**src/endpoint_pkg.sv**
```systemverilog
`default_nettype none

package endpoint_pkg;

    // ##############################
    // Widths
    // ##############################

    typedef logic [31:0] word_t;
    typedef logic [15:0] host_addr_t;
    typedef logic [6:0] cache_addr_t;
    typedef logic [7:0] node_id_t;
    typedef logic [1:0] msg_idx_t;
    typedef logic [7:0] pkt_len_t;
    typedef logic [15:0] pkt_count_t;

    localparam int NUM_MSGS = 4;
    localparam int CACHE_WORDS = 128;
    localparam int LINK_CREDITS = 4;

    // Holds 0 up to LINK_CREDITS.
    typedef logic [$clog2(LINK_CREDITS + 1)-1:0] credit_t;

    // ##############################
    // Host address map
    // ##############################

    localparam host_addr_t PKT_START_BASE = 16'h0000;
    localparam host_addr_t TX_SEND_ADDR = 16'h1004;
    localparam host_addr_t RX_STATUS_ADDR = 16'h1008;
    localparam host_addr_t TX_CACHE_BASE = 16'h2000;
    localparam host_addr_t RX_CACHE_BASE = 16'h3000;
    localparam word_t BAD_READ_DATA = 32'hBAD1BAD1;

    // Header field offsets.
    localparam int HDR_DST_LSB = 24;
    localparam int HDR_SRC_LSB = 16;
    localparam int HDR_LEN_LSB = 0;

    typedef enum logic [1:0] {
        SND_IDLE,
        SND_HEADER,
        SND_PAYLOAD,
        SND_CHECKSUM
    } sender_state_t;

    typedef enum logic [1:0] {
        RCV_HEADER,
        RCV_PAYLOAD,
        RCV_CHECKSUM
    } receiver_state_t;

endpackage

`default_nettype wire
```
**src/word_bus_if.sv**
```systemverilog
`default_nettype none

interface word_bus_if;

    logic wen;
    logic ren;
    endpoint_pkg::cache_addr_t addr;
    endpoint_pkg::word_t wdata;
    logic [3:0] strobe;
    endpoint_pkg::word_t rdata;

    // Master side of a cache access.
    modport requester (
        output wen, ren, addr, wdata, strobe,
        input rdata
    );

    // Read data comes back in the same cycle.
    modport cache (
        input wen, ren, addr, wdata, strobe,
        output rdata
    );

endinterface

`default_nettype wire

```
**src/packet_receiver.sv**
```systemverilog
`default_nettype none

module packet_receiver (
    input wire logic clk,
    input wire logic n_rst,
    input wire logic rx_valid,
    input wire endpoint_pkg::word_t rx_flit,
    word_bus_if.requester cache,
    output logic rx_credit_return,
    output endpoint_pkg::pkt_count_t good_count,
    output endpoint_pkg::pkt_count_t error_count
);

    endpoint_pkg::receiver_state_t state;
    endpoint_pkg::cache_addr_t wr_ptr;
    endpoint_pkg::pkt_len_t remaining;
    endpoint_pkg::pkt_len_t hdr_len;
    endpoint_pkg::word_t running_xor;

    assign hdr_len = rx_flit[endpoint_pkg::HDR_LEN_LSB +: 8];

    // Header and payload go straight to the cache.
    assign cache.wen = rx_valid && (state != endpoint_pkg::RCV_CHECKSUM);
    assign cache.ren = 1'b0;
    assign cache.addr = wr_ptr;
    assign cache.wdata = rx_flit;
    assign cache.strobe = 4'hF;

    // One credit back per accepted flit.
    always_ff @(posedge clk, negedge n_rst) begin
        if (!n_rst) begin
            rx_credit_return <= 1'b0;
        end else begin
            rx_credit_return <= rx_valid;
        end
    end

    // ##############################
    // Receive FSM
    // ##############################

    always_ff @(posedge clk, negedge n_rst) begin
        if (!n_rst) begin
            state <= endpoint_pkg::RCV_HEADER;
            wr_ptr <= '0;
            remaining <= '0;
            running_xor <= '0;
            good_count <= '0;
            error_count <= '0;
        end else if (rx_valid) begin
            case (state)
                endpoint_pkg::RCV_HEADER: begin
                    wr_ptr <= wr_ptr + 1'b1;
                    running_xor <= rx_flit;
                    remaining <= hdr_len;
                    if (hdr_len == '0) begin
                        state <= endpoint_pkg::RCV_CHECKSUM;
                    end else begin
                        state <= endpoint_pkg::RCV_PAYLOAD;
                    end
                end
                endpoint_pkg::RCV_PAYLOAD: begin
                    wr_ptr <= wr_ptr + 1'b1;
                    running_xor <= running_xor ^ rx_flit;
                    remaining <= remaining - 1'b1;
                    if (remaining == 8'd1) begin
                        state <= endpoint_pkg::RCV_CHECKSUM;
                    end
                end
                default: begin
                    // Pointer keeps going, bad packet stays in place.
                    if (rx_flit == running_xor) begin
                        good_count <= good_count + 1'b1;
                    end else begin
                        error_count <= error_count + 1'b1;
                    end
                    state <= endpoint_pkg::RCV_HEADER;
                end
            endcase
        end
    end

endmodule

`default_nettype wire

```
**src/flat_wrapper.sv**
```systemverilog
// flat-port wrapper written by rule: the top's interface ports become plain ports
module packet_receiver_flat 
  (clk, n_rst, rx_valid, rx_flit, rx_credit_return, good_count, error_count, cache_wen, cache_ren, cache_addr, cache_wdata, cache_strobe, cache_rdata);
  word_bus_if cache_i ();
  input wire logic clk;
  input wire logic n_rst;
  input wire logic rx_valid;
  input wire endpoint_pkg::word_t rx_flit;
  output logic rx_credit_return;
  output endpoint_pkg::pkt_count_t good_count;
  output endpoint_pkg::pkt_count_t error_count;
  output wire logic [$bits(cache_i.wen)-1:0] cache_wen;
  output wire logic [$bits(cache_i.ren)-1:0] cache_ren;
  output wire logic [$bits(cache_i.addr)-1:0] cache_addr;
  output wire logic [$bits(cache_i.wdata)-1:0] cache_wdata;
  output wire logic [$bits(cache_i.strobe)-1:0] cache_strobe;
  input wire logic [$bits(cache_i.rdata)-1:0] cache_rdata;
  assign cache_wen = cache_i.wen;
  assign cache_ren = cache_i.ren;
  assign cache_addr = cache_i.addr;
  assign cache_wdata = cache_i.wdata;
  assign cache_strobe = cache_i.strobe;
  assign cache_i.rdata = cache_rdata;
  packet_receiver u_core (.clk(clk), .n_rst(n_rst), .rx_valid(rx_valid), .rx_flit(rx_flit), .cache(cache_i), .rx_credit_return(rx_credit_return), .good_count(good_count), .error_count(error_count));
endmodule
```
**config.mk**
```make
export PLATFORM = sky130hd
export DESIGN_NAME = packet_receiver_flat
export DESIGN_NICKNAME = d
export VERILOG_FILES = /design/src/endpoint_pkg.sv /design/src/word_bus_if.sv /design/src/packet_receiver.sv /design/src/flat_wrapper.sv
export SDC_FILE = /design/constraint.sdc
export NUM_CORES = 1
export LEC_CHECK = 0
export BUFFER_PORTS_ARGS = -buffer_cell sky130_fd_sc_hd__buf_2
export CAP_MARGIN = 20
export CORE_MARGIN = 2
export CORE_UTILIZATION = 35
export DETAILED_ROUTE_END_ITERATION = 6
export PLACE_DENSITY = 0.65
export SLEW_MARGIN = 20
export SYNTH_ARGS = -nofsm -noshare
export SYNTH_HDL_FRONTEND = slang
export SYNTH_SLANG_ARGS = --single-unit
```
**constraint.sdc**
```tcl
create_clock -name clk -period 4.81 [get_ports clk]
set_input_delay 0.481 -clock clk [delete_from_list [all_inputs] [get_ports clk]]
set_output_delay 0.481 -clock clk [all_outputs]
set_load 0.03 [all_outputs]
```
==> impl_results.md <==
- Most frequent cell after synthesis: dfrtp_1
- CTS tree: built
- # IOs: 145
- Req. time, crit path: 5040 ps
- Reg clk slew, reported paths: 70 ps
- GRT Util Overall: 0.155
- Utilization after layout: 0.413
- CP Launch Type: flop
- Total congestion overflow: 0
- Final Hold Violating Endpoints: 0
- Worst-margin pin slew: 954 ps
- Hold/Removal Path Class: in -> async
- RD Place Congestion: 0.795
- # Post-CTS Setup Buffers: 0
- First-pass GRT wire length: 17,900 microns
- Setup WS post-layout: 2280 ps
- Drt pass-1 iters: 4
- Outcome: finished, final reports clean
- Post-cts resize count: 0
- Syn Area/Cell: 9.34 sq um
- Cell count after synthesis: 502
- Synthesis-to-layout area growth: 15.9%
- Sequential share of the synthesized area: 0.438
- Worst Setup SP: u_core.running_xor[16]
- CP Max Fanout: 14
- Clk buf depth: 2
- Core area: 13,100 sq um
- Wire per inst: approximately 14 microns
- Clock Skews: slightly below 10 ps
- Die Height: 120 microns
- Layout cells sized above 1: 0.260
- IO Port Bufs: 107
- Vias in the first global route: 3,624
- EDFF count, synth: 0
- Main area contributors after synthesis: dfrtp_1 44%, xnor2_1 9.5%, buf_4 6.1%
- Relative slew slack: 0.359
- DRT antenna net count: 0
- DP Worst Slack: 2040 ps
- Commonest register cell after synthesis: dfrtp_1
- Drt total wl: about 11,000 microns
- Die ar.: 14,300 sq um
- Vias: 3,858
- Skew-Pair Late Insertion Delay: 340 ps
- Largest net degree at the start of global routing: 64
- Synth unique cells: 39
- Synth area leader: dfrtp_1
- Root Driver: clkbuf_16
- Worst VDD drop: roughly 0.19 mV
- Asr flop ratio synth: 1.00
- Layout fillers: 1,314
- CP endpoint kind: flop
- Row count: 42
- DP HPWL: 7250 microns
- Peak Freq: 395 MHz
- Cell area power density: about 530 nW/um^2
- Total negative slack: 0 ps
- TritonCTS Buffers: 9
- Hold-fix buffer count after cts: 0
- Drt first-iter violations: 328
- Max-Cap Viols: 0
- Critical path class: reg -> reg
- WHS: approximately 16 ps
- Reg2reg start: u_core.running_xor[16]
- Commonest cells post-synth: 82 x dfrtp_1, 56 x nand2_1, 51 x xnor2_1
- Initial antenna violation count: 0
- Slew Limit Fails: 0
- CTS H-Tree Depth: 3
- Arrival time at the worst endpoint: 2760 ps
- Post-synth design cell area: 4690 sq um
- Fin crit share: 0.527
- Initial Utilization: 0.357
- Flops & latches, synth: 82
- Die W: 120 microns
- Synthesis Warnings: 0
- Setup violation total in the final timing report: 0
- DRC errors left: 0
- RSZ-0062 raised after global routing: no
- Nets: 643
- Post-synth top area share: 0.438
- Routed vias/inst: between 5 and 6
- Leakage: 2.46 nW
- Final worst path period need: 2530 ps
- CTS Sinks: 82
- Antenna cell count: 0
stage by stage:
stage	total power, W	instance area [sq um]	cells
finish	0.00285	5430	752
global route	0.00307	5430	752
CTS	0.00288	5430	752
detailed placement	0.00217	5130	736
global placement	0.00212	5130	736
floorplan	0.00192	4700	505
sequential cells by signal (all words and copies together), names as in the netlist:
name	count
u_core.cache.addr	7
u_core.state	2
u_core.remaining	8
u_core.good_count	16
u_core.rx_credit_return	1
u_core.running_xor	32
u_core.error_count	16
worst max-delay path, stage by stage (launching register included):
cell and delay (ps):
dfrtp_1 420, xnor2_1 180, nand4_1 200, nor4_4 870, buf_4 340, nand3_4 90
mux2_4 310
where the power goes:
group	internal, W	switching [W]	total, W
logic	0.000414	0.000573	0.000987
clock network	0.000404	0.000286	0.000691
registers	0.000909	0.000266	0.00117
total	0.00173	0.00112	0.00285
placed cells by master, fill, tap and decap left out, types with 2 or more instances in the layout:
cell       synthesis  layout
mux2i_1            3       3
buf_2              5     106
nand3_2           10      10
a211oi_1           5       5
nand3_1           22      22
nor2_1            42      42
o21ai_0            8       8
nand2_1           56      55
xnor2_1           51      51
a2111oi_2          4       4
dfrtp_1           82      82
clkinv_2           0       2
mux2_4             2       2
nor4_4             0       2
xor2_1            17      17
clkbuf_16          0       9
nand4_1           19      19
buf_4             38       7
a21oi_1           45      45
and4_1             2       2
nor3_1             8       8
o22ai_1           37      37
inv_6              0       2
conb_1             2       5
ha_1               5       5
nor4_1             4       4
inv_1              6       6
nand2b_1           2       2
layout make-up:
| cell class | instances | area, sq um | area share |
|---|---|---|---|
| sequential | 82 | 2050 | 0.378 |
| clock inverter | 6 | 65.1 | 0.0120 |
| tap | 176 | 220 | 0.0406 |
| timing repair buffer | 113 | 583 | 0.107 |
| clock buffer | 10 | 229 | 0.0422 |
| multi-input combinational | 359 | 2260 | 0.416 |
| inverter | 6 | 22.5 | 0.00415 |
worst paths after layout:
| check | endpoint | slack, ps | depth (start not counted) |
|---|---|---|---|
| max in group asynchronous | u_core.running_xor[27] | 3680 | 2 |
| setup reg to reg | u_core.good_count[1] | 2280 | 6 |
| setup / recovery | u_core.good_count[1] | 2280 | 6 |
| hold reg to reg | u_core.error_count[15] | 460 | 1 |
| min in group clk | u_core.rx_credit_return | 350 | 1 |
| hold / removal | u_core.running_xor[9] | 20 | 1 |
layer usage:
layer  global-route usage  share of wire  wire (microns)
met4               0.0529          0.013             134
met2                0.254           0.48            5110
met3               0.0342          0.052             556
met1                0.203           0.46            4850
met5                    0              0               0
cell families after synthesis:
| kind of cell | share of synthesized area |
|---|---|
| AND/OR/NAND/NOR | 0.186 |
| other | 0.00160 |
| XOR/XNOR | 0.127 |
| adder cells (fa/ha/maj) | 0.0133 |
| AO/OA/AOI/OAI | 0.132 |
| multiplexers | 0.0128 |
| buffers and inverters | 0.0886 |
| flip-flops | 0.438 |
Power figures use the tool's default switching activity.
