--- src/endpoint_pkg.sv ---
`default_nettype none

package endpoint_pkg;

    // ##############################
    // Widths
    // ##############################

    typedef logic [31:0] word_t;
    typedef logic [15:0] host_addr_t;
    typedef logic [6:0] cache_addr_t;
    typedef logic [7:0] node_id_t;
    typedef logic [1:0] msg_idx_t;
    typedef logic [7:0] pkt_len_t;
    typedef logic [15:0] pkt_count_t;

    localparam int NUM_MSGS = 4;
    localparam int CACHE_WORDS = 128;
    localparam int LINK_CREDITS = 4;

    // Holds 0 up to LINK_CREDITS.
    typedef logic [$clog2(LINK_CREDITS + 1)-1:0] credit_t;

    // ##############################
    // Host address map
    // ##############################

    localparam host_addr_t PKT_START_BASE = 16'h0000;
    localparam host_addr_t TX_SEND_ADDR = 16'h1004;
    localparam host_addr_t RX_STATUS_ADDR = 16'h1008;
    localparam host_addr_t TX_CACHE_BASE = 16'h2000;
    localparam host_addr_t RX_CACHE_BASE = 16'h3000;
    localparam word_t BAD_READ_DATA = 32'hBAD1BAD1;

    // Header field offsets.
    localparam int HDR_DST_LSB = 24;
    localparam int HDR_SRC_LSB = 16;
    localparam int HDR_LEN_LSB = 0;

    typedef enum logic [1:0] {
        SND_IDLE,
        SND_HEADER,
        SND_PAYLOAD,
        SND_CHECKSUM
    } sender_state_t;

    typedef enum logic [1:0] {
        RCV_HEADER,
        RCV_PAYLOAD,
        RCV_CHECKSUM
    } receiver_state_t;

endpackage

`default_nettype wire
--- src/word_bus_if.sv ---
`default_nettype none

interface word_bus_if;

    logic wen;
    logic ren;
    endpoint_pkg::cache_addr_t addr;
    endpoint_pkg::word_t wdata;
    logic [3:0] strobe;
    endpoint_pkg::word_t rdata;

    // Master side of a cache access.
    modport requester (
        output wen, ren, addr, wdata, strobe,
        input rdata
    );

    // Read data comes back in the same cycle.
    modport cache (
        input wen, ren, addr, wdata, strobe,
        output rdata
    );

endinterface

`default_nettype wire

--- src/packet_sender.sv ---
`default_nettype none

module packet_sender #(
    parameter endpoint_pkg::node_id_t NODE_ID = 8'h01
) (
    input wire logic clk,
    input wire logic n_rst,
    input wire logic [endpoint_pkg::NUM_MSGS-1:0] trigger,
    input wire endpoint_pkg::cache_addr_t start_addr [endpoint_pkg::NUM_MSGS],
    word_bus_if.requester cache,
    output logic tx_valid,
    output endpoint_pkg::word_t tx_flit,
    input wire logic tx_credit_return
);

    endpoint_pkg::sender_state_t state;
    logic [endpoint_pkg::NUM_MSGS-1:0] pending;
    logic [endpoint_pkg::NUM_MSGS-1:0] clear_mask;
    endpoint_pkg::msg_idx_t sel_slot;
    endpoint_pkg::cache_addr_t rd_ptr;
    endpoint_pkg::pkt_len_t remaining;
    endpoint_pkg::word_t checksum;
    endpoint_pkg::word_t hdr_flit;
    endpoint_pkg::credit_t credits;
    logic start_send;

    // ##############################
    // Pending-send table
    // ##############################

    // Lowest pending slot wins.
    always_comb begin
        sel_slot = '0;
        for (int i = endpoint_pkg::NUM_MSGS - 1; i >= 0; i--) begin
            if (pending[i]) begin
                sel_slot = endpoint_pkg::msg_idx_t'(i);
            end
        end
    end

    assign start_send = (state == endpoint_pkg::SND_IDLE) && (|pending);

    always_comb begin
        clear_mask = '0;
        if (start_send) begin
            clear_mask[sel_slot] = 1'b1;
        end
    end

    always_ff @(posedge clk, negedge n_rst) begin
        if (!n_rst) begin
            pending <= '0;
        end else begin
            pending <= (pending & ~clear_mask) | trigger;
        end
    end

    // ##############################
    // Link side
    // ##############################

    assign tx_valid = (state != endpoint_pkg::SND_IDLE) && (credits != '0);

    assign cache.ren = tx_valid && (state != endpoint_pkg::SND_CHECKSUM);
    assign cache.wen = 1'b0;
    assign cache.addr = rd_ptr;
    assign cache.wdata = '0;
    assign cache.strobe = '0;

    // Source field is rewritten with our own id.
    always_comb begin
        hdr_flit = cache.rdata;
        hdr_flit[endpoint_pkg::HDR_SRC_LSB +: $bits(endpoint_pkg::node_id_t)] = NODE_ID;
    end

    always_comb begin
        case (state)
            endpoint_pkg::SND_HEADER: tx_flit = hdr_flit;
            endpoint_pkg::SND_PAYLOAD: tx_flit = cache.rdata;
            endpoint_pkg::SND_CHECKSUM: tx_flit = checksum;
            default: tx_flit = '0;
        endcase
    end

    always_ff @(posedge clk, negedge n_rst) begin
        if (!n_rst) begin
            credits <= endpoint_pkg::credit_t'(endpoint_pkg::LINK_CREDITS);
        end else if (tx_credit_return && !tx_valid) begin
            if (credits < endpoint_pkg::credit_t'(endpoint_pkg::LINK_CREDITS)) begin
                credits <= credits + 1'b1;
            end
        end else if (tx_valid && !tx_credit_return) begin
            credits <= credits - 1'b1;
        end
    end

    // ##############################
    // Transmit FSM
    // ##############################

    always_ff @(posedge clk, negedge n_rst) begin
        if (!n_rst) begin
            state <= endpoint_pkg::SND_IDLE;
            rd_ptr <= '0;
            remaining <= '0;
            checksum <= '0;
        end else begin
            case (state)
                endpoint_pkg::SND_IDLE: begin
                    if (start_send) begin
                        rd_ptr <= start_addr[sel_slot];
                        state <= endpoint_pkg::SND_HEADER;
                    end
                end
                endpoint_pkg::SND_HEADER: begin
                    if (tx_valid) begin
                        rd_ptr <= rd_ptr + 1'b1;
                        checksum <= hdr_flit;
                        remaining <= hdr_flit[endpoint_pkg::HDR_LEN_LSB +: 8];
                        if (hdr_flit[endpoint_pkg::HDR_LEN_LSB +: 8] == '0) begin
                            state <= endpoint_pkg::SND_CHECKSUM;
                        end else begin
                            state <= endpoint_pkg::SND_PAYLOAD;
                        end
                    end
                end
                endpoint_pkg::SND_PAYLOAD: begin
                    if (tx_valid) begin
                        rd_ptr <= rd_ptr + 1'b1;
                        checksum <= checksum ^ cache.rdata;
                        remaining <= remaining - 1'b1;
                        if (remaining == 8'd1) begin
                            state <= endpoint_pkg::SND_CHECKSUM;
                        end
                    end
                end
                default: begin
                    if (tx_valid) begin
                        state <= endpoint_pkg::SND_IDLE;
                    end
                end
            endcase
        end
    end

endmodule

`default_nettype wire

--- src/flat_wrapper.sv ---
// flat-port wrapper written by rule: the top's interface ports become plain ports
module packet_sender_flat 
#(
    parameter endpoint_pkg::node_id_t NODE_ID = 8'h01
)
  (clk, n_rst, trigger, start_addr, tx_valid, tx_flit, tx_credit_return, cache_wen, cache_ren, cache_addr, cache_wdata, cache_strobe, cache_rdata);
  word_bus_if cache_i ();
  input wire logic clk;
  input wire logic n_rst;
  input wire logic [endpoint_pkg::NUM_MSGS-1:0] trigger;
  input wire endpoint_pkg::cache_addr_t start_addr[endpoint_pkg::NUM_MSGS];
  output logic tx_valid;
  output endpoint_pkg::word_t tx_flit;
  input wire logic tx_credit_return;
  output wire logic [$bits(cache_i.wen)-1:0] cache_wen;
  output wire logic [$bits(cache_i.ren)-1:0] cache_ren;
  output wire logic [$bits(cache_i.addr)-1:0] cache_addr;
  output wire logic [$bits(cache_i.wdata)-1:0] cache_wdata;
  output wire logic [$bits(cache_i.strobe)-1:0] cache_strobe;
  input wire logic [$bits(cache_i.rdata)-1:0] cache_rdata;
  assign cache_wen = cache_i.wen;
  assign cache_ren = cache_i.ren;
  assign cache_addr = cache_i.addr;
  assign cache_wdata = cache_i.wdata;
  assign cache_strobe = cache_i.strobe;
  assign cache_i.rdata = cache_rdata;
  packet_sender #(.NODE_ID(NODE_ID)) u_core (.clk(clk), .n_rst(n_rst), .trigger(trigger), .start_addr(start_addr), .cache(cache_i), .tx_valid(tx_valid), .tx_flit(tx_flit), .tx_credit_return(tx_credit_return));
endmodule
--- config.mk ---
export PLATFORM = sky130hd
export DESIGN_NAME = packet_sender_flat
export DESIGN_NICKNAME = d
export VERILOG_FILES = /design/src/endpoint_pkg.sv /design/src/word_bus_if.sv /design/src/packet_sender.sv /design/src/flat_wrapper.sv
export SDC_FILE = /design/constraint.sdc
export NUM_CORES = 1
export LEC_CHECK = 0
export BUFFER_PORTS_ARGS = -buffer_cell sky130_fd_sc_hd__buf_2
export CORE_MARGIN = 2
export CORE_UTILIZATION = 30
export DETAILED_ROUTE_END_ITERATION = 7
export HOLD_SLACK_MARGIN = 0.02
export SETUP_SLACK_MARGIN = 0.02
export SLEW_MARGIN = 20
export SYNTH_ARGS = -nofsm -noshare
export SYNTH_HDL_FRONTEND = slang
export SYNTH_SLANG_ARGS = --single-unit
export TNS_END_PERCENT = 1
--- constraint.sdc ---
create_clock -name clk -period 3.6 [get_ports clk]
set_input_delay 0.18 -clock clk [delete_from_list [all_inputs] [get_ports clk]]
set_output_delay 0.18 -clock clk [all_outputs]
set_load 0.05 [all_outputs]
==> impl_metrics.env, run 1 <==
export IMPL_grt_use_total_pct=16.1
export IMPL_synth_warnings=0
export IMPL_worst_slew_pin_slew_ps=1050
export IMPL_path_clk_slew_ps=80
export IMPL_syn_to_final_growth_pct=15.3
export IMPL_setup_viol=0
export IMPL_clock_path_buffers=2
export IMPL_drv_cap=0
export IMPL_grt_max_degree=72
export IMPL_htreeDepth=2
export IMPL_overflow=0
export IMPL_drcViolationCount=0
export IMPL_cts_buffers=5
export IMPL_rsz0062_at_grt="false"
export IMPL_critPathMaxFanout=18
export IMPL_dr_pass1_iters=4
export IMPL_core_region_area_sq_um=14500
export IMPL_synth_seq_area_share_pct=31.7
export IMPL_regArea_sq_um=1400
export IMPL_arrival_ps=2850
export IMPL_hpwl_mm=8.93
export IMPL_cpMaxStageDelayCell="or4_1"
export IMPL_timing_slew_headroom_pct=30.1
export IMPL_wl_mm=12.9
export IMPL_clock_latency_ps=300
export IMPL_drt_iter0_drc=348
export IMPL_synth_area_leader_cell="dfrtp_1"
export IMPL_multiInputGateArea_sq_um=2630
export IMPL_syn_area_sq_um=4430
export IMPL_fmax_ghz=0.382
export IMPL_status="finished, final reports clean"
export IMPL_pin_count=145
export IMPL_synth_area_top_cells="dfrtp_1 (31%), buf_4 (6.3%), nor2_1 (4.3%)"
export IMPL_io_buffers=107
export IMPL_max_stage_delay_ps=480
export IMPL_initial_core_util_pct=30.6
export IMPL_nets=697
export IMPL_grt_pass1_wl_mm=21.4
export IMPL_synth_seq_cells=56
export IMPL_synth_avg_cell_area_sq_um=8.16
export IMPL_cp_top_family="simple AND/OR/NAND/NOR gates"
export IMPL_min_path_type="input pin to register"
export IMPL_fp_row_count=44
export IMPL_grt_pass1_vias=4213
export IMPL_n_fill_cell=1523
export IMPL_antennaDiodeCount=0
export IMPL_antenna_found_initial=0
export IMPL_synth_edff_count=0
export IMPL_path_buf_inv=1
export IMPL_tritoncts="built"
export IMPL_root_buffer="clkbuf_16"
export IMPL_synth_top_area_share_pct=31.1
export IMPL_routabilityCongestion=0.804
export IMPL_crit_chain="inv_1 > ha_2 > or2_2 > nand2_1 > fa_1 > or4_1 > o211ai_1"
export IMPL_fin_tns_setup_ps=0
export IMPL_via_per_inst=5.47
export IMPL_critPathRequiredTime_ps=3830
export IMPL_ant_nets=0
export IMPL_die_area_sq_um=15800
export IMPL_finalClockSkew_ps=9.11
export IMPL_synth_cells=543
export IMPL_critPathCaptureType="register"
export IMPL_async_reset_ff_share_pct=100
export IMPL_synth_cell_types=67
export IMPL_period_needed_ps=2620
export IMPL_ys_flop_type="dfrtp_1"
export IMPL_dr_total_vias=4405
export IMPL_die_y_um=126
export IMPL_die_w_um=126
export IMPL_hold_viol=0
export IMPL_wl_per_cell_um=16.1
export IMPL_cts_num_sinks=56
export IMPL_timing_critical_path_from_type="register"
export IMPL_final_max_slew_viol_count=0
export IMPL_min_period_over_period_pct=72.8
export IMPL_critPathKind="register to register"
export IMPL_drive_gt1_share_pct=23.5
==> stage by stage <==
step           std cells  utilization (%)  hold WS (ps)  setup WS [ps]  area [sq um]
2_1_floorplan        579                -          -116           1160          4570
6_report             805             35.3          61.3            979          5110
3_3_place_gp         796             34.1           372           1090          4940
3_5_place_dp         796             34.1           371           1000          4940
4_1_cts              804             35.2          60.7            926          5090
5_1_grt              805             35.3          67.1            744          5110
==> cell type report <==
class                           count  share of cell area, %
Multi-Input combinational cell    419                   51.5
Sequential cell                    56                   27.5
Timing Repair Buffer              117                   12.0
Tap cell                          184                   4.51
Clock buffer                        7                   2.79
Inverter                           21                   1.54
Clock inverter                      1                  0.147
==> worst reg2reg max path, delay by kind of cell, from the launching register on <==
kind	cells	cell delay [ps]
simple gates	3	1020
fa+ha+maj	2	830
flops	1	420
buf+inv	1	180
compound gates	1	110
==> cell usage after synthesis (5+ instances only) <==
cell      count
a31oi_1      16
a21boi_0      6
a21oi_1      32
and3_1        6
nand3_1      18
mux2i_1       5
nor3b_1       8
o21ai_0      29
o211ai_1     12
a211o_1       6
a221oi_1      7
a22oi_1      25
nor2_1       51
nor3_1       13
clkbuf_1     31
ha_1          9
nand2_1      35
buf_2         9
buf_4        37
buf_1         5
o31ai_1      10
a32o_1        8
nor4_1        6
nor2b_1       7
inv_1        21
dfrtp_1      55
o31a_1        5
==> registers in the layout (all words and copies together), names as in the netlist <==
| signal | flops |
|---|---|
| u_core.cache.addr | 7 |
| u_core.remaining | 8 |
| u_core.pending | 4 |
| u_core.state | 2 |
| u_core.checksum | 32 |
| u_core.credits | 3 |
==> path summary, 6_finish.rpt <==
check	from	endpoint	slack (ps)	cells after the start
max	u_core.state[1]	u_core.credits[2]	980	7
min	trigger[3]	u_core.pending[3]	60	2
max reg2reg	u_core.state[1]	u_core.credits[2]	980	7
min reg2reg	u_core.checksum[21]	u_core.checksum[21]	500	1
max in group asynchronous	n_rst	u_core.pending[0]	2530	3
min in group asynchronous	n_rst	u_core.checksum[12]	410	2
==> metal layers <==
layer  GRT usage [%]  wire [um]  vias up  share of wire, %
li1                -          -     2098                 -
met2            27.5       6390      145                49
met3            2.35        601       15               4.6
met4            4.58        223        0               1.7
met5               0          0        -                 0
met1            21.2       5730     2147                44
==> timing repair <==
item | CTS | global route
hold buffers | 0 | 1
resized for setup | 0 | 0
setup buffers | 0 | 0
hold endpoints to repair | 0 | 40
==> logic make-up after synthesis <==
| logic type | synth area share, % |
|---|---|
| mux | 2.49 |
| other cells | 0.0846 |
| compound gates | 31.1 |
| flops | 31.7 |
| xor+xnor | 0.198 |
| fa+ha+maj | 2.99 |
| simple gates | 19.1 |
| buf+inv | 12.4 |
==> cells in the final DEF (no fill, tap or decap), types with 7 or more instances in the layout <==
master and instances:
o21ai_0 29, nor3_1 12, conb_1 37, nand2_1 35, buf_2 106, nor2b_1 7
buf_4 10, a22oi_1 25, a21oi_1 32, o211ai_1 12, dfrtp_1 55, nor2_1 51
a221oi_1 7, o31ai_1 10, nor3b_1 8, a31oi_1 16, a32o_1 8, nand3_1 18
inv_1 21
Power of run 1 is left out: the tool's default activity adds up to more than one toggle a clock period on the data nets, which glitch-free logic cannot reach.
==> inputs of run 2 (changes only) <==
--- a/config.mk
+++ b/config.mk
@@ -5,6 +5,7 @@
 export SDC_FILE = /design/constraint.sdc
 export NUM_CORES = 1
 export LEC_CHECK = 0
+export ABC_AREA = 1
 export BUFFER_PORTS_ARGS = -buffer_cell sky130_fd_sc_hd__buf_2
 export CORE_MARGIN = 2
 export CORE_UTILIZATION = 30
==> constraint.sdc (replaced) <==
create_clock -name clk -period 2.5 [get_ports clk]
set_input_delay 0.125 -clock clk [delete_from_list [all_inputs] [get_ports clk]]
set_output_delay 0.125 -clock clk [all_outputs]
set_load 0.05 [all_outputs]
==> run 2 against run 1 <==
Net effect:
- synthesized cell count grew 27%
- worst hold slack lost 3.9 ps
- final area grew 4.8%
- die area grew 2.2%
- highest routed layer unchanged
==> impl_metrics.env, run 2 <==
export IMPL_synth_top_area_share_pct=30.4
export IMPL_crit_chain="inv_1 > ha_4 > or2_4 > inv_1 > buf_4 > o22ai_1 > nand2_1 > inv_1 > buf_2"
export IMPL_synth_avg_cell_area_sq_um=6.55
export IMPL_grt_max_degree=48
export IMPL_overflow=0
export IMPL_p_per_area_nw_per_um2=1500
export IMPL_cts_setup_buffers=0
export IMPL_hold_viol=0
export IMPL_cpMaxStageDelayCell="dfrtp_1"
export IMPL_drcViolationCount=0
export IMPL_grt_pass1_vias=3844
export IMPL_critPathKind="register to output pin"
export IMPL_dr_pass1_iters=5
export IMPL_synthTopCellsByCount="nand2_1 (136), inv_1 (123), o21ai_0 (88)"
export IMPL_vdd_drop_max_mv=0.886
export IMPL_wl_mm=11.1
export IMPL_ys_flop_type="dfrtp_1"
export IMPL_cp_top_family="buffers and inverters"
export IMPL_critPathRequiredTime_ps=2380
export IMPL_antenna_found_initial=0
export IMPL_grt_pass1_wl_mm=18.5
export IMPL_async_reset_ff_share_pct=100
export IMPL_via_per_inst=4.46
export IMPL_nets=870
export IMPL_final_max_slew_viol_count=0
export IMPL_die_area_sq_um=16100
export IMPL_path_clk_slew_ps=80
export IMPL_fp_row_count=44
export IMPL_synth_seq_area_share_pct=31.0
export IMPL_pin_count=145
export IMPL_hold_path_depth=3
export IMPL_grt_use_total_pct=14.0
export IMPL_final_cell_mix="nand2_1 (136), inv_1 (123), buf_2 (106)"
export IMPL_top_register="u_core.checksum"
export IMPL_fin_tns_setup_ps=0
export IMPL_path_buf_inv=5
export IMPL_status="finished, final reports clean"
export IMPL_setup_viol=0
export IMPL_r2r_cells=9
export IMPL_io_buffers=107
export IMPL_max_stage_delay_ps=420
export IMPL_tritoncts="built"
export IMPL_critPathMostFrequentCell="inv_1"
export IMPL_synth_cells=691
export IMPL_synth_area_leader_cell="dfrtp_1"
export IMPL_crit_cells=9
export IMPL_drt_iter0_drc=196
export IMPL_synth_seq_cells=56
export IMPL_syn_area_sq_um=4530
export IMPL_synth_edff_count=0
export IMPL_die_y_um=127
export IMPL_clock_path_buffers=2
export IMPL_min_period_over_period_pct=90.4
export IMPL_initial_core_util_pct=30.9
export IMPL_yosys_cell_count_top_type="nand2_1"
export IMPL_core_region_area_sq_um=14600
export IMPL_finalClockSkew_ps=9.85
export IMPL_ant_nets=0
export IMPL_root_buffer="clkbuf_16"
export IMPL_dr_total_vias=4353
export IMPL_rsz0062_at_grt="false"
export IMPL_syn_to_final_growth_pct=18.2
export IMPL_hold_slack_ps=57.4
export IMPL_drive_gt1_share_pct=17.5
export IMPL_synth_area_top_cells="dfrtp_1 (30%), nand2_1 (11%), inv_1 (10%)"
export IMPL_layout_commonest_cell="nand2_1"
export IMPL_antennaDiodeCount=0
export IMPL_fin_cells=977
export IMPL_wl_per_cell_um=11.4
export IMPL_critPathMaxFanout=24
export IMPL_largest_reg_flops=32
export IMPL_synth_warnings=0
export IMPL_period_needed_ps=2260
export IMPL_worst_slew_pin_slew_ps=675
export IMPL_timing_critical_path_from_type="register"
export IMPL_critPathCaptureType="output pin"
export IMPL_leakage_uw=0.00293
export IMPL_drv_cap=0
export IMPL_clock_latency_ps=310
export IMPL_timing_slew_headroom_pct=55.0
export IMPL_dp_cells=965
export IMPL_routabilityCongestion=0.782
export IMPL_die_w_um=127
export IMPL_arrival_ps=2140
export IMPL_htreeDepth=2
export IMPL_cts_buffers=5
export IMPL_cts_num_sinks=56
export IMPL_finalPower_uw=8040
export IMPL_hpwl_mm=8.31
export IMPL_synth_cell_types=34
export IMPL_n_fill_cell=1644
export IMPL_fmax_ghz=0.442
export IMPL_min_path_type="input pin to register"
run 2: changes by cell type in the layout (fill, tap and decap cells not counted), moves of 19 or more:
cell     change
nand2_1    +101
inv_1      +102
o21ai_0     +59
nor2_1      +19
a22oi_1     -25
nand3_1     +27
o22ai_1     +24
run 2: stage by stage:
step           area [sq um]  utilization [%]  setup WS [ps]
5_1_grt                5350             36.6           65.5
4_1_cts                5330             36.4            107
2_1_floorplan          4660                -            390
3_5_place_dp           5140             35.1            391
6_report               5350             36.6            239
3_3_place_gp           5140             35.1            391
run 2: worst min-delay path, stage by stage:
cell,delay [ps]
buf_2,110
nand3_1,80
nand2_1,50
run 2: cell families after synthesis:
group | share of synthesized area (%)
buffers and inverters | 19.6
flip-flops | 31.0
adder cells (fa/ha/maj) | 2.93
AO/OA/AOI/OAI | 18.5
AND/OR/NAND/NOR | 24.8
other | 0.0828
XOR/XNOR | 3.09
run 2: final timing paths:
| kind | from | endpoint | slack, ps |
|---|---|---|---|
| worst max-delay path | u_core.state[0] | tx_flit[8] | 240 |
| worst min-delay path | tx_credit_return | u_core.credits[2] | 60 |
| worst max register to register | u_core.state[0] | u_core.credits[2] | 360 |
| worst min register to register | u_core.credits[0] | u_core.credits[0] | 530 |
| max in group asynchronous | n_rst | u_core.state[1] | 1490 |
| min in group asynchronous | n_rst | u_core.checksum[28] | 380 |
run 2: where the power goes:
part	leakage, uW	internal [uW]	switching [uW]
combinational	0.00219	1710	3870
sequential	0.000677	1380	336
clock	0.0000663	371	369
run 2: what timing repair did:
item / CTS / global route
hold buffers: 5 / 0
resized for setup: 0 / 5
endpoints found under the hold margin: 29 / 0
setup endpoints to repair: 0 / 25
run 2: final cells by class:
type                    instances  area, sq um  area share (%)
inverters                     124          465            8.70
clock inverters                 2         16.3           0.304
flip-flops and latches         56         1400            26.2
repair buffers                123          721            13.5
clock buffers                   5          125            2.34
well taps                     184          230            4.30
multi-input cells             483         2390            44.7
run 2: per-layer routing:
metal	global-route usage (%)	wire (um)
met3	3.71	733
met1	19.4	5400
met4	3.94	140
met2	21.7	4860
met5	0	0
(Power assumes the default switching activity.)
